--- src/include/soc_bus_defines.svh ---
`ifndef SOC_BUS_DEFINES_SVH
`define SOC_BUS_DEFINES_SVH

// on-chip data RAM, 32-bit words
`define SOC_RAM_WORDS 1024

// word index width, log2 of SOC_RAM_WORDS
`define SOC_RAM_IDX_W 10

// ram spans 0 .. 4*SOC_RAM_WORDS-1
// everything from here upward goes to the wishbone bridge
`define SOC_WB_BASE 32'h1000_0000

// gap between ram and wishbone space is unmapped
// and reads back as zero

// core reset held this many clk edges after resetn rises
`define SOC_POR_CYCLES 16

`endif

--- src/rtl/soc_bus_pkg.sv ---
`default_nettype none

package soc_bus_pkg;

`include "soc_bus_defines.svh"

   // native bus fields
   typedef logic [31:0] addr_t;     // byte address
   typedef logic [31:0] data_t;
   typedef logic [3:0]  strb_t;     // all zero means read

   // one bit per interrupt line
   typedef logic [31:0] irq_vec_t;

   typedef logic [`SOC_RAM_IDX_W-1:0] ram_idx_t;

   // wishbone bridge states
   typedef enum logic [1:0]
   {
      WB_IDLE,
      WB_BUSY,
      WB_DONE
   } wb_state_e;

endpackage

`default_nettype wire

--- src/rtl/bus_decode.sv ---
`timescale 1ns/1ps
`default_nettype none

`include "soc_bus_defines.svh"

module bus_decode
(
   input  logic                 mem_valid_i,
   input  soc_bus_pkg::addr_t   mem_addr_i,
   output logic                 sel_ram_o,
   output logic                 sel_wb_o,
   output logic                 sel_none_o,
   output soc_bus_pkg::ram_idx_t ram_idx_o
);

   import soc_bus_pkg::*;

   // first byte address past the ram
   localparam addr_t RAM_LIMIT = addr_t'(4 * `SOC_RAM_WORDS);
   localparam addr_t WB_BASE   = `SOC_WB_BASE;

   logic in_ram;
   logic in_wb;

   always_comb
   begin
      in_ram = (mem_addr_i < RAM_LIMIT);
      in_wb  = (mem_addr_i >= WB_BASE);
   end

   // exactly one select while valid, none otherwise
   always_comb
   begin
      sel_ram_o  = 1'b0;
      sel_wb_o   = 1'b0;
      sel_none_o = 1'b0;
      if (mem_valid_i)
      begin
         if (in_ram)
            sel_ram_o = 1'b1;
         else if (in_wb)
            sel_wb_o = 1'b1;
         else
            sel_none_o = 1'b1;   // hole between ram and wishbone
      end
   end

   // drop byte offset
   assign ram_idx_o = mem_addr_i[`SOC_RAM_IDX_W+1:2];

endmodule

`default_nettype wire

--- config.mk ---
export PLATFORM = sky130hd
export DESIGN_NAME = bus_decode
export DESIGN_NICKNAME = d
export VERILOG_FILES = /design/src/rtl/soc_bus_pkg.sv /design/src/rtl/bus_decode.sv
export VERILOG_INCLUDE_DIRS = /design/src /design/src/include
export SDC_FILE = /design/constraint.sdc
export NUM_CORES = 1
export LEC_CHECK = 0
export ABC_AREA = 1
export BUFFER_PORTS_ARGS = -buffer_cell sky130_fd_sc_hd__buf_2
export CAP_MARGIN = 30
export CORE_AREA = 3 3 40 42
export DETAILED_ROUTE_END_ITERATION = 10
export DIE_AREA = 0 0 43 45
export GPL_TIMING_DRIVEN = 0
export PLACE_DENSITY_LB_ADDON = 0.08
export RECOVER_POWER = 25
export SYNTH_ARGS = -nofsm -noshare
export SYNTH_HDL_FRONTEND = slang
export SYNTH_SLANG_ARGS = --single-unit
--- constraint.sdc ---
create_clock -name vclk -period 0.95
set_input_delay 0.19 -clock vclk [all_inputs]
set_output_delay 0.19 -clock vclk [all_outputs]
set_load 0.01 [all_outputs]
==> impl_results.md <==
- Post-synth cell types: 8
- Cell Area, Synth: 175 sq um
- Nets: 102
- FF+latch count: 0
- Post-synthesis sequential area ratio: 0%
- Hold Path End: ram_idx_o[1]
- Filler cell count: 152
- Worst endpoint required time: 0.76 ns
- Fin cells: 82
- Min Clock Period, post-route: 1.05 ns
- DP Cell Count: 82
- Worst-path fanout max: 2
- Antenna violations before repair: 0
- Final Max Slew Viols: 0
- Footprint of the multi-input gates: 124 sq um
- Peak VDD IR: 0.117 mV
- Die Y: 45 um
- Core ar.: 1280 sq um
- Leakage Power: 0.240 nW
- Synthesized Nets: 66
- Synth warnings: 0
- Hold buffers post-CTS: 0
- Worst min-delay path startpoint: mem_addr_i[3]
- DRC Markers: 0
- Largest net degree at the start of global routing: 3
- Die ar.: 1940 sq um
- Die Wd: 43 um
- Max-cap violations: 0
- Placer Congestion: 0.579
- DRT antenna net count: 0
- Post-CTS Setup Inserts: 0
- Final setup margin: -0.0982 ns
- Failing checks: negative setup slack
- DRT iter0 DRCs: 2
- CP arrival: 0.86 ns
- HPWL after DPL: 629 um
- Finished Cell Area: 447 sq um
- DR vias: 305
- Synth top area cells: buf_4 43%, nor2_1 19%, nand2_1 11%, nor2_2 11%, inv_1 6.4%
- RSZ-0062 raised after global routing: true
- Setup Viol. Count Final: 2
- Dpl ws: -0.0843 ns
- Hold path cells: 2
- Startpoint Class: primary input
- Rel. slew slack: 91.2%
- Initial DRT Pass Iterations: 2
- Cell taking the most area after synthesis: buf_4
- Synth top area share: 42.9%
- Starting density of the core: 13.6%
- Hold Crit Class: primary input to output pin
- Hold WS: 0.565 ns
- Num ports: 46
- Reg area: 0 sq um
- Synth Instances: 33
- Layout cells sized above 1: 80.6%
- Status: finished with violations
- GRT Overall Usage: 5.14%
- Worst slew pin tran: 0.131 ns
- CP Capture Type: output pin
- Drt via density: 3.72
- FP Rows: 13
- Syn_area_per_cell: 5.31 sq um
- Final-layout clock buffer total: 0
- Area grow syn2layout: 155%
- Hold Fails Final Rpt: 0
- Vias in the first global route: 258
- Pwr/cell area: 364 nW/um^2
- Final core utilization: 34.8%
- First-pass GRT wire length: 828 um
- Placed Area: 364 sq um
- Fin crit share: 110%
- Fmax: 954 MHz
- Wire length per cell: 8.40 um
- Ant diodes: 0
- Kind of critical path: primary input to output pin
- Gr ovfl total: 0
- Final WL: 689 um
- PortBufs: 34
[cells in the final DEF (no fill, tap or decap)]
cell type | synthesis | layout
buf_6 | 0 | 8
buf_2 | 0 | 24
nand4_1 | 1 | 1
a31oi_1 | 1 | 1
nand2_2 | 0 | 1
inv_2 | 0 | 1
nor2_4 | 0 | 3
nor2_1 | 9 | 2
nor2_2 | 3 | 7
inv_1 | 3 | 2
nand2_1 | 5 | 4
buf_4 | 10 | 10
a21oi_1 | 1 | 1
clkbuf_1 | 0 | 2
[routing by layer]
metal	GRT usage [%]	share of wire, %	routed length, um
met4	0	0	0
met1	4.76	29	202
met2	11.7	57	395
met5	0	0	0
met3	1.20	13	91
[metrics by stage]
step / power, mW / TNS (ns)
final: 0.162 / -0.117
after global routing: 0.178 / -0.249
after CTS: 0.135 / -0.111
after detailed placement: 0.129 / -0.148
after global placement: 0.129 / -0.168
after floorplan: 0.0627 / 0
[cell families after synthesis]
kind of cell | share of synthesized area (%)
buffers and inverters | 49.3
and+or+nand+nor | 44.3
AOI/OAI and AO/OA | 6.43
[what timing repair did]
action / CTS / global route
gates resized for setup: 3 / 17
setup endpoints to repair: 2 / 2
pin swaps: 4 / 13
gates cloned: 0 / 0
[area by class of cell]
cell class	count	area share, %
buffer	10	16.8
inverter	3	2.52
multi-input combinational	20	27.7
tap	15	4.20
timing repair buffer	34	48.7
[worst max-delay path by stage]
| stage | startpoint | end | cells past startpoint |
|---|---|---|---|
| after floorplan | mem_addr_i[30] | sel_none_o | 3 |
| after detailed placement | mem_addr_i[24] | sel_ram_o | 7 |
| after CTS | mem_addr_i[17] | sel_ram_o | 7 |
| after global routing | mem_addr_i[18] | sel_ram_o | 7 |
| after global placement | mem_addr_i[17] | sel_ram_o | 7 |
| final | mem_addr_i[25] | sel_ram_o | 7 |
[Yosys cell counts (all sizes together)]
cell,instances
nor2,12
buf,10
nand2,5
inv,3
a21oi,1
a31oi,1
nand4,1
[power by group]
group	internal (mW)	switching [mW]
Clock	0	0
Combinational	0.104	0.0583
Sequential	0	0
Total	0.104	0.0583
[critical path, stage by stage]
cell and delay [ns]:
buf_6 0.09, nor2_2 0.08, nand2_1 0.06, nor2_2 0.13
nand2_1 0.08, nor2_2 0.09, buf_2 0.13
(Power assumes the default switching activity.)
