$ cat src/include/soc_bus_defines.svh
`ifndef SOC_BUS_DEFINES_SVH
`define SOC_BUS_DEFINES_SVH

// on-chip data RAM, 32-bit words
`define SOC_RAM_WORDS 1024

// word index width, log2 of SOC_RAM_WORDS
`define SOC_RAM_IDX_W 10

// ram spans 0 .. 4*SOC_RAM_WORDS-1
// everything from here upward goes to the wishbone bridge
`define SOC_WB_BASE 32'h1000_0000

// gap between ram and wishbone space is unmapped
// and reads back as zero

// core reset held this many clk edges after resetn rises
`define SOC_POR_CYCLES 16

`endif

$ cat src/rtl/soc_bus_pkg.sv
`default_nettype none

package soc_bus_pkg;

`include "soc_bus_defines.svh"

   // native bus fields
   typedef logic [31:0] addr_t;     // byte address
   typedef logic [31:0] data_t;
   typedef logic [3:0]  strb_t;     // all zero means read

   // one bit per interrupt line
   typedef logic [31:0] irq_vec_t;

   typedef logic [`SOC_RAM_IDX_W-1:0] ram_idx_t;

   // wishbone bridge states
   typedef enum logic [1:0]
   {
      WB_IDLE,
      WB_BUSY,
      WB_DONE
   } wb_state_e;

endpackage

`default_nettype wire

$ cat src/rtl/irq_edge.sv
`timescale 1ns/1ps
`default_nettype none

module irq_edge
(
   input  logic                  clk,
   input  logic                  resetn,
   input  soc_bus_pkg::irq_vec_t irq_i,
   input  soc_bus_pkg::irq_vec_t irq_mask_i,
   output soc_bus_pkg::irq_vec_t irq_o
);

   import soc_bus_pkg::*;

   irq_vec_t irq_s1;
   irq_vec_t irq_s2;
   irq_vec_t irq_s3;   // history for edge detect

   always_ff @(posedge clk or negedge resetn)
   begin
      if (!resetn)
      begin
         irq_s1 <= '0;
         irq_s2 <= '0;
         irq_s3 <= '0;
      end
      else
      begin
         irq_s1 <= irq_i & ~irq_mask_i;   // set mask bit blocks line
         irq_s2 <= irq_s1;
         irq_s3 <= irq_s2;
      end
   end

   // rising edge only, one cycle per edge
   assign irq_o = irq_s2 & ~irq_s3;

endmodule

`default_nettype wire

$ cat config.mk
export PLATFORM = sky130hd
export DESIGN_NAME = irq_edge
export DESIGN_NICKNAME = d
export VERILOG_FILES = /design/src/rtl/soc_bus_pkg.sv /design/src/rtl/irq_edge.sv
export VERILOG_INCLUDE_DIRS = /design/src /design/src/include
export SDC_FILE = /design/constraint.sdc
export NUM_CORES = 1
export LEC_CHECK = 0
export ABC_AREA = 1
export BUFFER_PORTS_ARGS = -buffer_cell sky130_fd_sc_hd__buf_2
export CORE_ASPECT_RATIO = 0.75
export CORE_MARGIN = 10
export CORE_UTILIZATION = 42
export DETAILED_ROUTE_END_ITERATION = 8
export PLACE_DENSITY = 0.68
export SLEW_MARGIN = 30
export SYNTH_ARGS = -nofsm -noshare
export SYNTH_HDL_FRONTEND = slang
export SYNTH_SLANG_ARGS = --single-unit
$ cat constraint.sdc
create_clock -name clk -period 1.7 [get_ports clk]
set_clock_uncertainty 0.05 [all_clocks]
set_input_delay 0.17 -clock clk [delete_from_list [all_inputs] [get_ports clk]]
set_output_delay 0.17 -clock clk [all_outputs]
set_load 0.01 [all_outputs]
==> summary.txt, run 1 <==
STA
  – Worst Hold Slack: roughly 0.3 ns
  – RSZ-0062 raised after global routing: false
  – Period Utilization, post-route: about 75%
  – Final worst slack: 0.4316 ns
  – Setup TNS: 0 ns
  – Final Hold Viols: 0
  – F_max: ~800 MHz
  – Max Slew Vio Count: 0
  – Max-slew headroom: 67.05%
  – Tmin final: about 1.3 ns
  – Setup violators final: 0
  – Worst Tran Pin Value: approximately 0.49 ns

Floorplan
  – Initial core utilization: between 40% and 50%
  – DIE HEIGHT: between 90 and 100 um
  – Die Wd: roughly 120 um
  – Placeable Area: between 6000 and 7000 um2
  – Rows: 26
  – Boundary Pins: 98
  – Die ar.: 11,090 um2

Pwr
  – Worst VDD drop: 0.6536 mV
  – Power Density: around 900 nW/um2
  – LEAKAGE: ~0.0025 uW

Global routing
  – Number of global-route vias before repair: between 2,000 and 2,500
  – GRT Total Usage: between 10% and 20%
  – First-pass GRT wire length: between 9000 and 10,000 um
  – Grt ovf: 0
  – Antenna violations before repair: 0
  – Largest net degree at the start of global routing: 97

Finish
  – Antenna Cells: 0
  – Footprint of the multi-input gates: about 400 um2
  – Design Area, Final: ~4500 um2
  – Final nets: 464
  – Layout cells sized above 1: 44.17%
  – Area grow syn2layout: 47.94%
  – Fillers: around 540
  – FF+latch area: between 2000 and 2500 um2
  – Final Non-Filler Cells: between 500 and 600
  – Most frequent cells in the layout: buf_2 (96), dfrtp_1 (96), dlygate4sd3_1 (65)

Synth
  – Yosys reg bits: 96
  – Mapped Cells: between 200 and 250
  – Syn_area_per_cell: roughly 14 um2
  – Syn. warnings: 0
  – Synth top area share: about four fifths
  – Synth top area cells: dfrtp_1 (79%), nor2_2 (13%), inv_1 (7.9%)
  – Post-synthesis cell type count: 3
  – Post-synth top area cell: dfrtp_1
  – Mapped Area: ~3000 um2
  – Sequential fraction of the synthesis area: between 70% and 80%
  – Synthesized Nets: between 200 and 300

Critical path
  – Crit path DAT: around 1.5 ns
  – Crit-path most repeated cell: dlygate4sd3_1
  – Worst-path fanout max: 1
  – Startpoint types: primary input
  – Crit-path max cell delay: ~0.56 ns
  – Critical path cell sequence: dlygate4sd3_1 -> buf_2 -> nor2_2 -> dlygate4sd3_1
  – FF-to-FF setup slack: approximately 1.1 ns
  – CP top delay family: buffers and inverters
  – Max stage delay cell, worst path: dlygate4sd3_1
  – Critical Path Sink Type: register
  – Critical path class: primary input to register
  – CP Buf/Inv Count: 3
  – CP required: 1.93 ns

Clock tree
  – Clock insertion delay at the later pin of the skew report: 0.34 ns
  – CTS Sinks: between 90 and 100
  – Cts repair resizes: 0
  – Post-CTS setup buffer count: 0
  – Post-CTS Hold Buffers: 65
  – TritonCTS buffer count: 9
  – CTS clk-pin slew, worst paths: approximately 0.080 ns
  – Clock root cell: clkbuf_8
  – CTS tree: built
  – Bufs on Longest Clock Path: 2
  – Htree depth: 3

Run status
  – Status: completed

Placed design
  – Placed Cells: 420
  – Post-DP HPWL: approximately 3900 um
  – Place WS: approximately 0.86 ns
  – Post-Place Cell Area: 3674 um2
  – Port bufs: a little under 100
  – Final RePlAce weighted congestion: about 0.66

Flow run
  – Max Cap Viol: 0

Route
  – Post-DR vias/cell: 3.900
  – Vias: slightly below 2,000
  – DRC errors left: 0
  – Routed WL per cell: ~12 um
  – Antenna Nets Post-Route: 0
  – Detailed Route WL: 5962 um
  – 1st-iter DRT viols: 40
  – Drt pass-1 iters: 4

Worst hold path
  – Hold Path Class: register to register
power breakdown:
group          internal, uW  switching (uW)  total [uW]  leakage [uW]
Combinational           222             178         400       0.00114
Sequential             2400            46.3        2440       0.00124
Clock                   541             754        1290     0.0000822
per-layer routing:
metal	share of wire, %	track usage (%)
met4	0.42	4.620
met5	0	0
met2	50	18.63
met1	40	12.51
met3	9.0	5.706
worst paths after layout:
check / startpoint / end / depth (start not counted)
min reg2reg: irq_s1[28] / irq_s2[28] / 0
min: irq_s1[28] / irq_s2[28] / 0
min in group asynchronous: resetn / irq_s3[29] / 3
max: irq_mask_i[23] / irq_s1[23] / 4
max in group asynchronous: resetn / irq_s2[10] / 3
max reg2reg: irq_s2[3] / irq_s3[3] / 0
state kept, by name (all words and copies together), names as in the netlist:
register,cells
irq_s1,32
irq_s2,32
irq_s3,32
stage by stage:
| step | power [uW] | util (%) |
|---|---|---|
| after global placement | 2767 | 53.02 |
| after floorplan | 2585 | - |
| after detailed placement | 2782 | 53.02 |
| after CTS | 4234 | 64.97 |
| final | 4137 | 64.97 |
| after global routing | 4372 | 64.97 |
final cells by class:
cell class,instances,share of cell area [%]
Sequential cell,96,53.36
Tap cell,98,2.724
Inverter,64,5.336
Clock buffer,9,2.752
Clock inverter,7,1.195
Timing Repair Buffer,163,25.74
Multi-Input combinational cell,64,8.894
synth_stat cells:
cell type   n
inv_1      64
dfrtp_1    96
nor2_2     64
cell families (layout without fill, tap and decap cells):
logic type | count (synthesis) | in the layout | synth area share, %
flops | 96 | 96 | 78.95
simple gates | 64 | 64 | 13.16
buf+inv | 64 | 243 | 7.895
Note: power is estimated with default switching activity, not from simulation.
==> inputs of run 2 (changes only) <==
Settings changed: PLACE_DENSITY 0.68 to 0.71.
Clock period 1.7 ns to 1.04 ns, I/O delays scaled along.
==> summary.txt, run 2 (synthesized netlist as in run 1, its figures left out) <==
Run status
  – Failing checks: setup timing
  – Status: finished, violations left

Pwr
  – LEAKAGE: 0.002491 uW (+1.2%)
  – Power Density: 1436 nW/um2 (+56%)
  – Worst VDD drop: 0.8725 mV (+33%)
  – Pwr Total: 6636 uW (+60%)

Finish
  – Final nets: 479 (+3.2%)
  – Footprint of the multi-input gates: 410.4 um2 (+2.5%)
  – Antenna Cells: 0 (unchanged)
  – Final Non-Filler Cells: 513 (+2.4%)
  – Commonest non-fill, non-tap cell in the layout: dfrtp_1
  – Layout cells sized above 1: 48.43% (+4.3 points)
  – Area grow syn2layout: 51.89%
  – Fillers: 499 (-7.9%)
  – Core Util, Final: 66.70% (+1.7 points)
  – Most frequent cells in the layout: dfrtp_1 (96), buf_2 (92), dlygate4sd3_1 (65)
  – FF+latch area: 2402 um2 (unchanged)
  – Biggest registers after layout: irq_s1 x32, irq_s2 x32, irq_s3 x32

Critical path
  – CP startpoint: irq_s2[7]
  – Critical Path Sink Type: primary output
  – R2R cell count: 2 (+2)
  – Crit path DAT: 1.01 ns (-0.49 ns)
  – Capture point of the worst reg-to-reg path: irq_s3[25]
  – Crit Reg-Reg Startpoint: irq_s2[25]
  – Critical path class: register to primary output
  – Worst-path fanout max: 2 (+1)
  – CP required: 0.89 ns (-1.04 ns)
  – Worst setup path endpoint: irq_o[7]
  – FF-to-FF setup slack: 0.25 ns (-0.87 ns)
  – Startpoint types: register

Global routing
  – Grt ovf: 0 (unchanged)
  – First-pass GRT wire length: 11,790 um (+18%)
  – Antenna violations before repair: 0 (unchanged)
  – Number of global-route vias before repair: 2,372 (+12%)
  – GRT Total Usage: 13.47% (+2.1 points)
  – Largest net degree at the start of global routing: 53 (-45%)

Placed design
  – Post-DP HPWL: 4046 um (+3.3%)
  – Final RePlAce weighted congestion: 0.7110 (+7.5%)
  – Placed Cells: 421 (+0.24%)
  – Port bufs: 97 (unchanged)
  – Place WS: 0.2471 ns (-0.6161 ns)

STA
  – Final Hold Viols: 0 (unchanged)
  – Period Utilization, post-route: 112.1%
  – RSZ-0062 raised after global routing: true
  – Worst Tran Pin Value: 0.2703 ns (-0.2240 ns)
  – Tmin final: between 1 and 1.5 ns
  – Max-slew headroom: 81.98% (+15 points)
  – Max Slew Vio Count: 0 (unchanged)
  – Setup violators final: 32 (+32)
  – Final worst slack: -0.1259 ns (-0.5575 ns)
  – F_max: approximately 860 MHz

Route
  – Antenna Nets Post-Route: 0 (unchanged)
  – Detailed Route WL: 6867 um (+15%)
  – Routed WL per cell: 13.39 um (+12%)
  – DRC errors left: 0 (unchanged)
  – Vias: 2,020 (+3.4%)
  – Drt pass-1 iters: 4 (unchanged)
  – 1st-iter DRT viols: 49 (+23%)
  – Post-DR vias/cell: 3.938 (+0.96%)

Clock tree
  – Clock insertion delay at the later pin of the skew report: 0.34 ns (about the same)
  – CTS tree: built
  – Clock root cell: clkbuf_8
  – Bufs on Longest Clock Path: 2 (unchanged)
  – TritonCTS buffer count: 9 (unchanged)
  – CTS Sinks: 96 (unchanged)
  – Htree depth: 3 (unchanged)
  – CTS clk-pin slew, worst paths: 0.08 ns (about the same)

Flow run
  – Max Cap Viol: 0 (unchanged)

Floorplan
  – DIE HEIGHT: 93.72 um (unchanged)
  – Initial core utilization: 43.91% (unchanged)
  – Boundary Pins: 98 (unchanged)
  – Die ar.: 11,090 um2 (unchanged)
  – Die Wd: 118.3 um (unchanged)
  – Rows: 26 (unchanged)
  – Placeable Area: 6929 um2 (unchanged)

Worst hold path
  – Hold Path Class: primary input to async pin
[run 2: cell types whose count changed in the layout (fill, tap and decap cells not counted), sizes merged]
cell	before	now
inv	66	64
clkbuf	9	11
clkinvlp	3	0
buf	98	113
[run 2: critical path, cell delays in order (launching register included)]
cell     delay, ns
dfrtp_1       0.38
inv_1         0.06
nor2_2        0.09
buf_4         0.14
[run 2: how the worst min path moves through the flow]
stage,start,end,cells past startpoint
final,resetn,irq_s3[13],3
after global routing,resetn,irq_s3[20],3
after CTS,resetn,irq_s1[13],3
after detailed placement,resetn,irq_s3[13],2
after global placement,resetn,irq_s3[13],2
after floorplan,resetn,irq_s1[0],0
[run 2: where the power goes]
part           switching (uW)  internal (uW)  leakage (uW)
registers                81.3           3920       0.00124
logic                     322            414       0.00118
clock network            1080            824     0.0000749
total                    1480           5160       0.00249
[run 2: final cells by class]
| cell class | count | area share, % |
|---|---|---|
| repair buffers | 178 | 28.23 |
| flip-flops and latches | 96 | 51.98 |
| inverters | 64 | 5.198 |
| clock inverters | 2 | 0.2166 |
| multi-input cells | 64 | 8.879 |
| well taps | 98 | 2.653 |
| clock buffers | 11 | 2.842 |
[run 2: layer usage]
metal  routed length (um)  global-route usage [%]
met4                  103                   3.696
met1                 2671                   14.25
met5                    0                       0
met3                  624                   7.267
met2                 3468                   23.14
[run 2: repair_timing]
action                                  4_1_cts  5_1_grt
pin swaps                                     1        2
resized for setup                             1       18
buffers inserted                             10        4
endpoints found under the hold margin       128        0
endpoints found under the setup margin       32       32
hold buffers                                 65        0
[run 2: metrics by stage]
stage | cell area [um2] | hold WS (ns) | setup TNS (ns)
CTS | 4561 | 0.2328 | -2.992
floorplan | 3043 | -0.2416 | 0
global placement | 3694 | 0.05784 | 0
finish | 4622 | 0.2446 | -2.159
global route | 4622 | 0.2647 | -4.401
detailed placement | 3694 | 0.06089 | 0
