<file path="src/include/soc_bus_defines.svh">
`ifndef SOC_BUS_DEFINES_SVH
`define SOC_BUS_DEFINES_SVH

// on-chip data RAM, 32-bit words
`define SOC_RAM_WORDS 1024

// word index width, log2 of SOC_RAM_WORDS
`define SOC_RAM_IDX_W 10

// ram spans 0 .. 4*SOC_RAM_WORDS-1
// everything from here upward goes to the wishbone bridge
`define SOC_WB_BASE 32'h1000_0000

// gap between ram and wishbone space is unmapped
// and reads back as zero

// core reset held this many clk edges after resetn rises
`define SOC_POR_CYCLES 16

`endif

</file>
<file path="src/rtl/soc_bus_pkg.sv">
`default_nettype none

package soc_bus_pkg;

`include "soc_bus_defines.svh"

   // native bus fields
   typedef logic [31:0] addr_t;     // byte address
   typedef logic [31:0] data_t;
   typedef logic [3:0]  strb_t;     // all zero means read

   // one bit per interrupt line
   typedef logic [31:0] irq_vec_t;

   typedef logic [`SOC_RAM_IDX_W-1:0] ram_idx_t;

   // wishbone bridge states
   typedef enum logic [1:0]
   {
      WB_IDLE,
      WB_BUSY,
      WB_DONE
   } wb_state_e;

endpackage

`default_nettype wire

</file>
<file path="src/rtl/rsp_merge.sv">
`timescale 1ns/1ps
`default_nettype none

module rsp_merge
(
   input  logic               clk,
   input  logic               resetn,
   input  logic               sel_none_i,
   input  logic               ram_ready_i,
   input  logic               wb_ready_i,
   input  soc_bus_pkg::data_t ram_rdata_i,
   input  soc_bus_pkg::data_t wb_rdata_i,
   output logic               mem_ready_o,
   output soc_bus_pkg::data_t mem_rdata_o
);

   import soc_bus_pkg::*;

   logic none_pend;   // reply for unmapped access

   // same one-cycle timing as the ram
   always_ff @(posedge clk or negedge resetn)
   begin
      if (!resetn)
         none_pend <= 1'b0;
      else
         none_pend <= sel_none_i && !none_pend;
   end

   assign mem_ready_o = none_pend | ram_ready_i | wb_ready_i;

   // unmapped reads and idle cycles give zero
   always_comb
   begin
      if (ram_ready_i)
         mem_rdata_o = ram_rdata_i;
      else if (wb_ready_i)
         mem_rdata_o = wb_rdata_i;
      else
         mem_rdata_o = data_t'(0);
   end

endmodule

`default_nettype wire

</file>
<file path="config.mk">
export PLATFORM = sky130hd
export DESIGN_NAME = rsp_merge
export DESIGN_NICKNAME = d
export VERILOG_FILES = /design/src/rtl/soc_bus_pkg.sv /design/src/rtl/rsp_merge.sv
export VERILOG_INCLUDE_DIRS = /design/src /design/src/include
export SDC_FILE = /design/constraint.sdc
export NUM_CORES = 1
export LEC_CHECK = 0
export BUFFER_PORTS_ARGS = -buffer_cell sky130_fd_sc_hd__clkbuf_2
export CAP_MARGIN = 20
export CORE_UTILIZATION = 21
export CTS_CLUSTER_DIAMETER = 30
export DETAILED_ROUTE_END_ITERATION = 6
export PLACE_DENSITY = 0.81
export SETUP_SLACK_MARGIN = 0.5
export SYNTH_ARGS = -nofsm -noshare
export SYNTH_HDL_FRONTEND = slang
export SYNTH_SLANG_ARGS = --single-unit
</file>
<file path="constraint.sdc">
create_clock -name clk -period 0.8 [get_ports clk]
set_input_delay 0.08 -clock clk [delete_from_list [all_inputs] [get_ports clk]]
set_output_delay 0.08 -clock clk [all_outputs]
set_load 0.02 [all_outputs]
</file>
==> flow_summary_export.csv, run 1 <==
group,metric,value,unit
status,outcome,"complete, but fails checks",
status,violations,"negative hold slack, negative setup slack",
layout,nFillCells,105,
synthesis,synth_seq_area_share,6.33,%
synthesis,ys_ff_latch,1,
sta,final.min_clock_period,0.927,ns
detailed_routing,dr.pass1.iters,2,
synthesis,synth_top_family_by_area,"compound AO/OA/AOI/OAI gates",
sta,fin_ws,-0.127,ns
layout,largest_reg_flops,1,
clock_network,clk_pin_slew,0,ns
grt,overflow,0,
place,place_area,0.00124,mm2
sta,hold_violations,1,
place,dp_slack,-0.157,ns
setup_path,reg2reg_from,"none_pend$_DFF_PN0_",
sta,relSlewSlack,87.0,%
floorplanning,core,0.00175,mm2
layout,ff_latch_area,25.0,um2
layout,multiInputGateArea,621,um2
detailed_routing,drtAntennaViolNets,0,
layout,regMostFlops,"none_pend",
place,place_hpwl,1860,um
synthesis,synth_top_cell_by_area,"a22o_1",
setup_path,r2r_end,"none_pend$_DFF_PN0_",
worst_hold_path,min_path_type,"in -> async",
setup_path,cp_data_required_time,0.72,ns
floorplanning,ios,102,
layout,final_area,0.00147,mm2
place,port_buffers,101,
synthesis,synth_most_common_cell,"a22o_1",
sta,finalSetupTns,-3.27,ns
detailed_routing,wl_per_cell,15.0,um
synthesis,ys_top_cells_by_count,"a22o_1, buf_6, buf_2",
setup_path,end_kind,"output port",
sta,slew_violations,0,
layout,area_growth,271,%
floorplanning,dieWidth,45.4,um
grt,antenna_found_initial,0,
run,maxCapViolations,0,
layout,top_regs,"none_pend: 1 flops",
synthesis,syn_inst,45,
synthesis,synth.area.mux_share,0,%
power_and_ir_drop,p_leak,0.823,nW
detailed_routing,drtIter0Drc,1,
floorplanning,die_area,0.00206,mm2
synthesis,synth_cell_types,9,
clock_network,clk_latency,0,ns
grt,grt.total_usage,16.4,%
power_and_ir_drop,powerDensity,746,mW/mm2
synthesis,synth-xor-area-share,0,%
synthesis,async_flop_share,100,%
setup_path,reg2regPathDepth,2,
grt,grt_pass1_wl,2580,um
synthesis,syn_area,395,um2
detailed_routing,vias_per_cell,4.90,
synthesis,synth-simple-area-share,8.54,%
detailed_routing,wirelength,2590,um
power_and_ir_drop,ir_drop,0.513,mV
setup_path,critical_path_class,"reg -> out",
synthesis,synthAdderAreaFrac,0,%
grt,grt_max_degree,19,
place,dp_cells,171,
detailed_routing,drc,0,
grt,grt_pass1_vias,693,
synthesis,ys_top_cells_by_area,"a22o_1, buf_6, dfrtp_1",
synthesis,synth_flop_cell,"dfrtp_1",
sta,finalCritPeriodShare,116,%
synthesis,synth-compound-area-share,69.9,%
layout,fin_cells,172,
layout,drive_above_1_share,99.3,%
synthesis,avgSynthCellArea,8.79,um2
sta,whs,-0.141,ns
layout,nets,218,
sta,fin_skew,0,ns
synthesis,synth_fp_nets,114,
setup_path,crit_fanout,2,
detailed_routing,vias,842,
synthesis,synth_edf_count,0,
floorplanning,start_util,22.7,%
sta,setup_viol,33,
setup_path,critPathArrivalTime,0.85,ns
sta,worst_pin_slew,0.195,ns
place,gp_congestion,0.708,
floorplanning,die_h,45.4,um
sta,rsz0062_at_grt,"yes",
synthesis,yosys_warnings,0,
synthesis,synth_top_area_share,68.7,%
floorplanning,num_rows,15,
sta,fmaxAchievable,1080,MHz
setup_path,start_kind,"flop",
setup_path,r2r_slack,0.14,ns
layout,n_antenna_cell,0,
==> how the worst max path moves through the flow <==
stage                         from              end
6_report       none_pend$_DFF_PN0_      mem_ready_o
2_1_floorplan  none_pend$_DFF_PN0_      mem_ready_o
5_1_grt        none_pend$_DFF_PN0_      mem_ready_o
3_3_place_gp           ram_ready_i  mem_rdata_o[12]
3_5_place_dp           ram_ready_i  mem_rdata_o[31]
4_1_cts                 wb_ready_i  mem_rdata_o[31]
==> critical path, stage by stage, from the launching register on <==
cell and delay, ns:
dfrtp_1 0.37, or3_4 0.34, buf_6 0.14
==> stage by stage <==
step	power [mW]	hold slack [ns]	utilization, %
floorplan	0.593	-0.216	-
global placement	0.902	-0.146	71.0
detailed placement	0.917	-0.141	71.0
CTS	0.943	-0.141	73.5
global route	1.14	-0.133	84.0
finish	1.09	-0.141	84.0
==> kinds of logic (layout without fill, tap and decap cells) <==
family	count (synthesis)	count (layout)
AOI/OAI and AO/OA	32	32
buffers and inverters	7	109
and+or+nand+nor	5	5
DFF	1	1
==> layout by cell type, fill, tap and decap left out <==
cell type	count
clkbuf_2	66
a22o_4	31
buf_6	19
buf_4	18
buf_8	3
nand2_4	2
nor2b_4	2
buf_12	2
o21ai_4	1
or3_4	1
clkbuf_16	1
dfrtp_1	1
==> layer usage <==
layer  part of all wire, %  wire [um]  vias up  track usage [%]
met4                  0.31          8        0                0
li1                      -          -      398                -
met1                    31        801      376             13.4
met2                    59       1520       66             39.7
met5                     0          0        -                0
met3                   9.8        254        2             1.98
==> layout make-up <==
cell class	instances	area share [%]
tap	25	2.13
timing repair buffer	109	53.8
multi-input combinational	37	42.3
sequential	1	1.71
==> power by group <==
group / switching, mW / total (mW) / leakage, nW / internal, mW
Combinational: 0.441 / 1.04 / 0.810 / 0.595
Sequential: 0.00274 / 0.0577 / 0.0125 / 0.0550
Clock: 0 / 0 / 0 / 0
==> what timing repair did <==
action	CTS	global route
endpoints found under the setup margin	34	34
gates resized for setup	8	91
buffers inserted	0	1
hold endpoints to repair	1	1
pin swaps	1	2
Note: power is estimated with default switching activity, not from simulation.
==> inputs of run 2 (changes only) <==
--- a/config.mk
+++ b/config.mk
@@ -8,10 +8,13 @@
 export LEC_CHECK = 0
 export BUFFER_PORTS_ARGS = -buffer_cell sky130_fd_sc_hd__clkbuf_2
 export CAP_MARGIN = 20
-export CORE_UTILIZATION = 21
+export CELL_PAD_IN_SITES_DETAIL_PLACEMENT = 1
+export CELL_PAD_IN_SITES_GLOBAL_PLACEMENT = 1
+export CORE_UTILIZATION = 10
 export CTS_CLUSTER_DIAMETER = 30
 export DETAILED_ROUTE_END_ITERATION = 6
-export PLACE_DENSITY = 0.81
+export HOLD_SLACK_MARGIN = 0.12
+export PLACE_DENSITY = 0.76
 export SETUP_SLACK_MARGIN = 0.5
 export SYNTH_ARGS = -nofsm -noshare
 export SYNTH_HDL_FRONTEND = slang
==> flow_summary_export.csv, run 2 (same netlist as run 1, synthesis figures left out) <==
group,metric,value,unit
status,outcome,"complete, but fails checks",
status,violations,"negative hold slack, negative setup slack",
setup_path,critPathArrivalTime,0.86,ns
setup_path,crit_fanout,7,
sta,relSlewSlack,85.6,%
layout,utilization,43.9,%
sta,setup_viol,33,
worst_hold_path,min_path_type,"in -> async",
layout,final_common_cell,"clkbuf_2",
grt,overflow,0,
detailed_routing,dr.pass1.iters,2,
place,dp_slack,-0.169,ns
layout,largest_reg_flops,1,
setup_path,r2r_end,"none_pend$_DFF_PN0_",
detailed_routing,wl_per_cell,13.6,um
sta,fin_ws,-0.139,ns
power_and_ir_drop,p_leak,0.864,nW
layout,area_growth,313,%
grt,grt_max_degree,20,
power_and_ir_drop,powerDensity,739,mW/mm2
sta,finalSetupTns,-3.41,ns
detailed_routing,vias,839,
setup_path,path_buf_inv,4,
layout,nFillCells,399,
setup_path,cp_slowest_cell,"a22o_4",
grt,grt_pass1_vias,819,
sta,whs,-0.144,ns
sta,worst_pin_slew,0.216,ns
grt,grt_pass1_wl,3830,um
grt,grt.total_usage,11.4,%
setup_path,start_kind,"primary input",
sta,slew_violations,0,
floorplanning,start_util,10.6,%
floorplanning,core,0.00372,mm2
floorplanning,ios,102,
power_and_ir_drop,ir_drop,0.342,mV
floorplanning,dieWidth,64.9,um
layout,regMostFlops,"none_pend",
place,port_buffers,101,
detailed_routing,drtIter0Drc,18,
place,place_hpwl,2090,um
clock_network,clk_latency,0,ns
setup_path,path_cells,"clkbuf_16 > buf_12 > buf_16 > a22o_4 > buf_2",
layout,layout_common_cells,"clkbuf_2, a22o_4, buf_8",
grt,antenna_found_initial,0,
detailed_routing,vias_per_cell,4.30,
layout,top_regs,"none_pend: 1 flops",
detailed_routing,drtAntennaViolNets,0,
setup_path,slowest_delay,0.23,ns
clock_network,clk_pin_slew,0,ns
place,gp_congestion,0.657,
sta,finalCritPeriodShare,117,%
setup_path,path_delay_family,"buffers and inverters",
setup_path,critical_path_class,"in -> out",
layout,drive_above_1_share,98.0,%
place,dp_cells,192,
setup_path,reg2regPathDepth,3,
setup_path,end_kind,"output port",
setup_path,cp-startpoint,"ram_ready_i",
layout,n_antenna_cell,0,
sta,fmaxAchievable,1070,MHz
floorplanning,die_h,64.9,um
detailed_routing,wirelength,2650,um
floorplanning,die_area,0.00421,mm2
setup_path,worstSetupPathDepth,5,
layout,nets,218,
setup_path,cp_data_required_time,0.72,ns
sta,final.min_clock_period,0.939,ns
setup_path,reg2reg_from,"none_pend$_DFF_PN0_",
layout,fin_cells,195,
setup_path,r2r_slack,0.06,ns
sta,fin_skew,0,ns
detailed_routing,drc,0,
run,maxCapViolations,0,
sta,hold_violations,1,
floorplanning,num_rows,22,
sta,rsz0062_at_grt,"yes",
run 2: cell types whose count changed in the layout (fill, tap and decap cells not counted), sizes merged:
cell | previous run | this run
buf | 42 | 41
clkbuf | 67 | 68
run 2: timing repair:
action / 4_1_cts / 5_1_grt
pin swaps: 0 / 1
resized for setup: 45 / 54
setup buffers: 0 / 2
setup endpoints to repair: 34 / 34
cloned: 1 / 0
hold endpoints to repair: 1 / 1
run 2: per-stage QoR:
stage / area, um2 / power, mW
final: 1630 / 1.21
after CTS: 1520 / 1.09
after global placement: 1250 / 0.899
after detailed placement: 1250 / 0.917
after floorplan: 714 / 0.593
after global routing: 1630 / 1.26
run 2: worst register-to-register path: stages (launching register included):
cell and delay (ns):
dfrtp_1 0.36, buf_6 0.12, buf_6 0.10, nor2b_1 0.09
run 2: worst max path at each step:
stage	end	slack, ns
floorplan	mem_ready_o	0.007
global placement	mem_rdata_o[4]	-0.16
detailed placement	mem_rdata_o[4]	-0.17
finish	mem_rdata_o[28]	-0.14
global route	mem_rdata_o[13]	-0.18
CTS	mem_rdata_o[6]	-0.14
run 2: power breakdown:
group | total [mW] | switching (mW) | internal [mW]
combinational | 1.15 | 0.461 | 0.689
sequential | 0.0573 | 0.00233 | 0.0550
clock | 0 | 0 | 0
run 2: per-layer routing:
metal  track usage [%]  part of all wire, %
met5                 0                    0
met4                 0                    0
met3              1.76                  9.1
met2              23.2                   55
met1              12.7                   35
run 2: final cells by class:
class / count / area, um2 / share of cell area [%]
timing repair buffer: 109 / 942 / 57.7
multi-input combinational: 37 / 606 / 37.1
tap: 48 / 60.1 / 3.68
sequential: 1 / 25.0 / 1.53
