`config.mk`:
```
export PLATFORM = sky130hd
export DESIGN_NAME = por_reset
export DESIGN_NICKNAME = d
export VERILOG_FILES = /design/src/rtl/por_reset.sv
export VERILOG_INCLUDE_DIRS = /design/src /design/src/include
export SDC_FILE = /design/constraint.sdc
export NUM_CORES = 1
export LEC_CHECK = 0
export ABC_AREA = 0
export CAP_MARGIN = 20
export CORE_AREA = 2 2 39 41
export DETAILED_ROUTE_END_ITERATION = 16
export DIE_AREA = 0 0 41 43
export DONT_BUFFER_PORTS = 1
export MAX_ROUTING_LAYER = met4
export SYNTH_ARGS = -nofsm -noshare
export SYNTH_HDL_FRONTEND = slang
export SYNTH_SLANG_ARGS = --single-unit
export TNS_END_PERCENT = 30
```
`constraint.sdc`:
```
create_clock -name clk -period 1.16 [get_ports clk]
set_input_delay 0.058 -clock clk [delete_from_list [all_inputs] [get_ports clk]]
set_output_delay 0.058 -clock clk [all_outputs]
set_load 0.05 [all_outputs]
```
`src/include/soc_bus_defines.svh`:
```
`ifndef SOC_BUS_DEFINES_SVH
`define SOC_BUS_DEFINES_SVH

// on-chip data RAM, 32-bit words
`define SOC_RAM_WORDS 1024

// word index width, log2 of SOC_RAM_WORDS
`define SOC_RAM_IDX_W 10

// ram spans 0 .. 4*SOC_RAM_WORDS-1
// everything from here upward goes to the wishbone bridge
`define SOC_WB_BASE 32'h1000_0000

// gap between ram and wishbone space is unmapped
// and reads back as zero

// core reset held this many clk edges after resetn rises
`define SOC_POR_CYCLES 16

`endif

```
`src/rtl/por_reset.sv`:
```
`timescale 1ns/1ps
`default_nettype none

`include "soc_bus_defines.svh"

module por_reset
(
   input  logic clk,
   input  logic resetn,
   output logic sys_resetn_o
);

   // fills with ones once resetn is released
   logic [`SOC_POR_CYCLES-1:0] rst_chain;

   always_ff @(posedge clk or negedge resetn)
   begin
      if (!resetn)
      begin
         rst_chain <= '0;
      end
      else
      begin
         rst_chain <= {rst_chain[`SOC_POR_CYCLES-2:0], 1'b1};
      end
   end

   assign sys_resetn_o = rst_chain[`SOC_POR_CYCLES-1];   // last stage

endmodule

`default_nettype wire

```
==> results of run 1 <==
## cell families (layout without fill, tap and decap cells)
kind of cell | after synthesis | in the layout | share of synthesized area, %
DFF | 16 | 16 | 99.1
buffers and inverters | 0 | 4 | 0
other | 1 | 1 | 0.928
## power by group
part | internal (W) | switching, W
logic | 0.00000228 | 0.00000981
clock network | 0.000120 | 0.000145
registers | 0.000585 | 0.0000153
## layer usage
metal,track usage (%),vias up
li1,-,57
met1,8.80,76
met2,9.06,3
met3,6.28,2
met4,6.00,0
met5,-,-
## area by class of cell
class / count / area (sq um)
Clock buffer: 3 / 22.5
Timing Repair Buffer: 1 / 10.0
Multi-Input combinational cell: 1 / 3.75
Sequential cell: 16 / 400
Tap cell: 16 / 20.0
Fill cell: 128 / 927
## worst max-delay path by stage
| stage | from | slack (ns) | endpoint |
|---|---|---|---|
| final | rst_chain[15]$_DFF_PN0_ | 0.21 | sys_resetn_o |
| after detailed placement | rst_chain[15]$_DFF_PN0_ | 0.51 | sys_resetn_o |
| after floorplan | rst_chain[15]$_DFF_PN0_ | 0.52 | sys_resetn_o |
| after global routing | rst_chain[15]$_DFF_PN0_ | 0.16 | sys_resetn_o |
| after CTS | rst_chain[15]$_DFF_PN0_ | 0.20 | sys_resetn_o |
| after global placement | rst_chain[15]$_DFF_PN0_ | 0.51 | sys_resetn_o |
## through the flow
step           utilization, %  instance area (sq um)  cells  hold slack, ns  setup slack, ns
2_1_floorplan               -                    404     17          -0.238            0.516
3_3_place_gp             30.7                    424     33          -0.237            0.511
3_5_place_dp             30.7                    424     33          -0.237            0.510
4_1_cts                  33.0                    457     37           0.266            0.198
5_1_grt                  33.0                    457     37           0.293            0.157
6_report                 33.0                    457     37           0.252            0.214
## cell usage in the layout, fill, tap and decap left out
cell type	count
conb_1	1
dlygate4sd3_1	1
clkbuf_4	3
dfrtp_1	16
## timing repair
item	in CTS	in global routing
hold buffers	1	0
setup buffers	0	0
hold endpoints to repair	16	0
==> flow_summary.json, run 1 <==
{
  "status": "finished clean",
  "p_leak_nw": 0.208,
  "cts_tree": "built",
  "rsz0062_at_grt": "false",
  "ant_nets": 0,
  "drtIter0Drc": 0,
  "synthTopCellsByCount": "16 x dfrtp_1, 1 x conb_1",
  "cts-resized-gates": 0,
  "critPathCaptureType": "primary output",
  "ys_warn_count": 0,
  "hold_class": "primary input to async pin",
  "hpwl_um": 256,
  "largest_reg_flops": 16,
  "path_class": "register to primary output",
  "path_clk_slew_ns": 0.08,
  "wl_met3_um": 25,
  "tns_ns": 0,
  "synthTopCellsByArea": "dfrtp_1 99%, conb_1 0.93%",
  "syn_nets": 19,
  "path_max_fanout": 1,
  "synth_top_flop_cell": "dfrtp_1",
  "start_util_pct": 29.2,
  "reg_top3": "rst_chain x16",
  "hold_viol": 0,
  "netlist.top_cell.by_area": "dfrtp_1",
  "overflow": 0,
  "drive_above_1_share_pct": 14.3,
  "netlist_instances": 17,
  "top_register": "rst_chain",
  "vias_per_cell": 3.73,
  "num_rows": 14,
  "antenna_found_initial": 0,
  "syn_area_sq_um": 404,
  "synthArstFlopShare_pct": 100,
  "drv_cap": 0,
  "period_needed_ns": 0.946,
  "ios": 3,
  "firstDrtPassIters": 1,
  "cts.path.max_buffers": 2,
  "grt_pass1_vias": 180,
  "synth_area_per_cell_sq_um": 23.8,
  "core-area_sq_um": 1380,
  "tightest_slew_ns": 0.655,
  "synth_edf_count": 0,
  "ys_seq_area_share_pct": 99.1,
  "slew_violations": 0,
  "cp.depth": 0,
  "crit_arrival_ns": 0.89,
  "route.met2.wl_um": 200,
  "clock_sinks": 16,
  "die_area_sq_um": 1760,
  "routabilityCongestion": 0.592,
  "synth_top_area_share_pct": 99.1,
  "r2r-start": "rst_chain[12]$_DFF_PN0_",
  "clock-root-buffer": "clkbuf_4",
  "irDropWorstVdd_uv": 609,
  "htree_levels": 1,
  "skew_ns": 0.00120,
  "num_vias": 138,
  "r2r_slack_ns": 0.67,
  "nNetsFinal": 25,
  "die_w_um": 41,
  "highest_layer": "met4",
  "finalSetupViolations": 0,
  "die_h_um": 43,
  "ys_types": 2,
  "numPortBuffers": 0,
  "wl_um": 443,
  "drcViolationCount": 0,
  "slew_headroom_pct": 56.2,
  "max_freq_ghz": 1.06,
  "synth_most_common_cell": "dfrtp_1",
  "wl_met1_um": 211,
  "worstPathRequired_ns": 1.10,
  "r2r_cells": 0,
  "area_delta_synth_final_pct": 13.0,
  "fin_total_pwr_w": 0.000878,
  "grtUsageTotal_pct": 7.94,
  "p_per_area_nw_per_um2": 1920,
  "synth_seq_cells": 16,
  "post-route-period-util_pct": 81.5,
  "antenna_cells": 0,
  "grt_max_degree": 17,
  "clk_latency_ns": 0.27,
  "cts_buffers": 3,
  "timing.rr.end": "rst_chain[13]$_DFF_PN0_",
  "drt-wirelength-per-cell_um": 12.0,
  "grt_pass1_wl_um": 793,
  "cp-start-kind": "register"
}
Power figures use the tool's default switching activity.
==> inputs of run 2 (changes only) <==
Clock period 1.16 ns to 0.8 ns, I/O delays scaled along.
==> run 2 against run 1 <==
The flow now finishes with violations (negative setup slack). Sequential share of layout area down 4.6 points. Global-route usage is 1.4 points higher. Routed wire length grew 11%. Critical path depth rose by 1. Critical endpoint unchanged. Highest routed layer is now met3.
==> flow_summary.json, run 2 (same netlist as run 1, synthesis figures left out) <==
{
  "grt_max_degree": 17,
  "antenna_found_initial": 0,
  "hpwl_um": 303,
  "timing.hold.ws_ns": 0.217,
  "cp-start-kind": "register",
  "grt_pass1_vias": 167,
  "numPortBuffers": 0,
  "p_per_area_nw_per_um2": 2940,
  "area_delta_synth_final_pct": 19.2,
  "vias_per_cell": 3.62,
  "cts_tree": "built",
  "r2r-start": "rst_chain[10]$_DFF_PN0_",
  "violations": "negative setup slack",
  "top_register": "rst_chain",
  "post-route-period-util_pct": 106,
  "drive_above_1_share_pct": 21.7,
  "die_h_um": 43,
  "hold_class": "primary input to async pin",
  "skew_ns": 0.00418,
  "worstPathRequired_ns": 0.76,
  "r2r_slack_ns": 0.31,
  "die_w_um": 41,
  "routabilityCongestion": 0.649,
  "drtIter0Drc": 0,
  "wl_um": 493,
  "ant_nets": 0,
  "cts_setup_buffers": 0,
  "status": "complete, but fails checks",
  "critPathCaptureType": "primary output",
  "period_needed_ns": 0.848,
  "grtUsageTotal_pct": 9.29,
  "tightest_slew_ns": 0.653,
  "slew_headroom_pct": 56.3,
  "hold_viol": 0,
  "drt-wirelength-per-cell_um": 12.6,
  "drv_cap": 0,
  "reg_top3": "rst_chain x16",
  "core-area_sq_um": 1380,
  "p_leak_nw": 0.221,
  "clock_sinks": 16,
  "final_util_pct": 34.8,
  "grt_pass1_wl_um": 890,
  "clk_latency_ns": 0.28,
  "rsz0062_at_grt": "true",
  "largest_reg_flops": 16,
  "num_vias": 141,
  "crit_arrival_ns": 0.81,
  "num_rows": 14,
  "max_freq_ghz": 1.18,
  "critical_path.slowest_cell": "dfrtp_1",
  "drcViolationCount": 0,
  "cts.path.max_buffers": 2,
  "finalSetupViolations": 1,
  "cp_top_family": "flip-flops",
  "tns_ns": -0.0475,
  "die_area_sq_um": 1760,
  "final_cell_mix": "16 x dfrtp_1, 3 x clkbuf_4",
  "cts_buffers": 3,
  "slew_violations": 0,
  "htree_levels": 1,
  "startpoint": "rst_chain[15]$_DFF_PN0_",
  "irDropWorstVdd_uv": 781,
  "critPathMaxStageDelay_ns": 0.38,
  "antenna_cells": 0,
  "path_max_fanout": 1,
  "start_util_pct": 29.2,
  "layout_commonest_cell": "dfrtp_1",
  "overflow": 0,
  "nNetsFinal": 26,
  "critPathBufInv": 1,
  "path_clk_slew_ns": 0.09,
  "firstDrtPassIters": 1,
  "ios": 3,
  "path_class": "register to primary output",
  "crit_chain": "buf_6",
  "clock-root-buffer": "clkbuf_4",
  "fin_ws_ns": -0.0475
}
[run 2: metal layers]
layer	share of wire, %	vias up	global-route usage (%)	wire length (um)
met4	0	0	6.00	0
met3	6.9	0	7.85	34
met5	0	-	-	0
met1	44	76	10.1	219
li1	-	60	-	-
met2	48	5	10.9	239
[run 2: final timing paths]
check / endpoint / cells past startpoint
max: sys_resetn_o / 1
min: rst_chain[6]$_DFF_PN0_ / 1
max reg2reg: rst_chain[11]$_DFF_PN0_ / 0
min reg2reg: rst_chain[5]$_DFF_PN0_ / 0
max in group asynchronous: rst_chain[7]$_DFF_PN0_ / 1
min in group clk: rst_chain[5]$_DFF_PN0_ / 0
[run 2: repair_timing]
action,in CTS,in global routing
endpoints found under the hold margin,16,0
pin swaps,0,0
endpoints found under the setup margin,1,1
resized for setup,1,0
hold buffers,1,0
[run 2: area by class of cell]
class / instances / area, sq um
fill: 134 / 902
multi-input combinational: 1 / 3.75
sequential: 16 / 400
tap: 16 / 20.0
clock buffer: 4 / 36.3
timing repair buffer: 2 / 21.3
[run 2: stage by stage]
stage                     worst slack (ns)  cells  total power [W]  area, sq um
after floorplan                      0.174     17         0.000881          404
after global placement               0.241     34         0.000889          432
after detailed placement             0.243     34         0.000892          432
after CTS                          -0.0622     39          0.00144          482
after global routing               -0.0881     39          0.00148          482
final                              -0.0475     39          0.00141          482
[run 2: report_power, final]
group          internal [W]  switching [W]  leakage (nW)   total, W
logic            0.00000825      0.0000244        0.0135  0.0000327
clock network      0.000277       0.000243        0.0210   0.000520
registers          0.000849      0.0000130         0.186   0.000862
==> inputs of run 3 (changes only) <==
Settings changed: PLACE_DENSITY set to 0.53.
==> run 3 against run 2 <==
The run still ends with negative setup slack left. First-iteration DRC count is the same. Critical path depth is the same. Combinational power about the same. Non-clock buffer count unchanged. Global-route usage decreased by 2.0 points. Setup slack better by 0.011 ns. Core utilization shrank 0.99 points. Count of clock-buffer cells in the layout decreased by 1. Die area did not move. Hold slack improved by 0.012 ns. Clock skew is 0.0021 ns lower. Clock power is 27% lower. Largest cell class unchanged. Largest power group unchanged.
==> flow_summary.json, run 3 (same netlist as run 1, synthesis figures left out) <==
{
  "path_class": "register to primary output",
  "tightest_slew_ns": 0.645,
  "core-area_sq_um": 1380,
  "grt_use_met3_pct": 9.42,
  "area_delta_synth_final_pct": 15.8,
  "firstDrtPassIters": 1,
  "path_clk_slew_ns": 0.08,
  "intPower_w": 0.00103,
  "final_cell_mix": "16 x dfrtp_1, 3 x clkbuf_4, 1 x dlygate4sd3_1, 1 x buf_6, 1 x conb_1",
  "num_rows": 14,
  "antenna_cells": 0,
  "htree_levels": 1,
  "period_needed_ns": 0.837,
  "fin_area_sq_um": 468,
  "groute.layer.met1.usage_pct": 8.60,
  "grtUsageTotal_pct": 7.34,
  "cp_top_family": "flip-flops",
  "layout_commonest_cell": "dfrtp_1",
  "grt_pass1_wl_um": 703,
  "largest_reg_flops": 16,
  "place_inst": 34,
  "use_met2_pct": 7.50,
  "vias_per_cell": 3.68,
  "clock-root-buffer": "clkbuf_4",
  "pwr-share-seq_pct": 67.6,
  "rsz0062_at_grt": "true",
  "path_max_fanout": 1,
  "clk_latency_ns": 0.27,
  "p_leak_nw": 0.214,
  "layoutNonFillerInstCount": 38,
  "die_h_um": 43,
  "timing.hold.ws_ns": 0.229,
  "ant_nets": 0,
  "cp-start-kind": "register",
  "max_freq_ghz": 1.20,
  "n_fill_cell": 133,
  "numPortBuffers": 0,
  "p_clk_share_pct": 29.8,
  "num_vias": 140,
  "cts_setup_buffers": 0,
  "hold_viol": 0,
  "cts_tree": "built",
  "r2r_slack_ns": 0.31,
  "critPathMaxStageDelay_ns": 0.38,
  "power_switching_w": 0.000240,
  "worstPathRequired_ns": 0.76,
  "drive_above_1_share_pct": 18.2,
  "status": "complete, but fails checks",
  "crit_arrival_ns": 0.80,
  "die_w_um": 41,
  "drv_cap": 0,
  "drt-wirelength-per-cell_um": 9.95,
  "drcViolationCount": 0,
  "slew_headroom_pct": 56.9,
  "critPathBufInv": 1,
  "finalSetupViolations": 1,
  "p_comb_share_pct": 2.6,
  "reg_top3": "rst_chain x16",
  "postPlaceCellArea_sq_um": 432,
  "slew_violations": 0,
  "wl_um": 378,
  "critPathCaptureType": "primary output",
  "skew_ns": 0.00205,
  "cts.path.max_buffers": 2,
  "hold_class": "primary input to async pin",
  "overflow": 0,
  "critical_path.slowest_cell": "dfrtp_1",
  "grt_pass1_vias": 155,
  "clock_sinks": 16,
  "tns_ns": -0.0366,
  "antenna_found_initial": 0,
  "routabilityCongestion": 0.619,
  "nNetsFinal": 26,
  "start_util_pct": 29.2,
  "die_area_sq_um": 1760,
  "p_sw_share_pct": 18.9,
  "grt_max_degree": 17,
  "cts_buffers": 3,
  "crit_chain": "buf_6",
  "drtIter0Drc": 0,
  "hpwl_um": 235,
  "irDropWorstVdd_uv": 1340,
  "p_per_area_nw_per_um2": 2720,
  "violations": "negative setup slack",
  "post-route-period-util_pct": 105,
  "fin_ws_ns": -0.0366,
  "busiest_layer": "met3",
  "ios": 3,
  "top_register": "rst_chain"
}
-- run 3: cell types whose count changed in the layout (fill, tap and decap cells not counted), sizes merged --
cell / delta
clkbuf: -1
-- run 3: path summary, 6_finish.rpt --
check                                              from                       to  cells after the start
worst min register to register   rst_chain[7]$_DFF_PN0_   rst_chain[8]$_DFF_PN0_                      0
worst max-delay path            rst_chain[15]$_DFF_PN0_             sys_resetn_o                      1
max in group asynchronous                        resetn   rst_chain[5]$_DFF_PN0_                      1
min in group clk                 rst_chain[7]$_DFF_PN0_   rst_chain[8]$_DFF_PN0_                      0
worst max register to register   rst_chain[4]$_DFF_PN0_   rst_chain[5]$_DFF_PN0_                      0
worst min-delay path                             resetn  rst_chain[13]$_DFF_PN0_                      1
-- run 3: layer usage --
metal / wire length (um) / share of wire, % / up-vias
met3: 48 / 13 / 0
met1: 182 / 48 / 72
li1: - / - / 61
met4: 0 / 0 / 0
met5: 0 / 0 / -
met2: 146 / 39 / 7
-- run 3: cell type report --
cell class                 count  area [sq um]  area share [%]
tap                           16          20.0            4.28
clock buffer                   3          22.5            4.81
sequential                    16           400            85.6
multi-input combinational      1          3.75           0.802
timing repair buffer           2          21.3            4.55
-- run 3: through the flow --
stage	power, W	utilization [%]	setup slack (ns)
6_report	0.00127	33.8	-0.0366
5_1_grt	0.00134	33.8	-0.0706
4_1_cts	0.00130	33.8	-0.0517
3_5_place_dp	0.000890	31.2	0.241
3_3_place_gp	0.000890	31.2	0.241
2_1_floorplan	0.000881	-	0.174
-- run 3: timing repair --
action                                  CTS  global route
endpoints found under the hold margin    16             0
gates resized for setup                   1             0
endpoints found under the setup margin    1             1
hold buffers                              1             0
-- run 3: power by group through the flow --
stage                     registers [W]    logic (W)  clock network, W
after floorplan                0.000881  0.000000406                 0
after global placement         0.000876    0.0000142                 0
after detailed placement       0.000876    0.0000142                 0
after CTS                      0.000861    0.0000343          0.000405
after global routing           0.000865    0.0000374          0.000437
final                          0.000860    0.0000325          0.000379
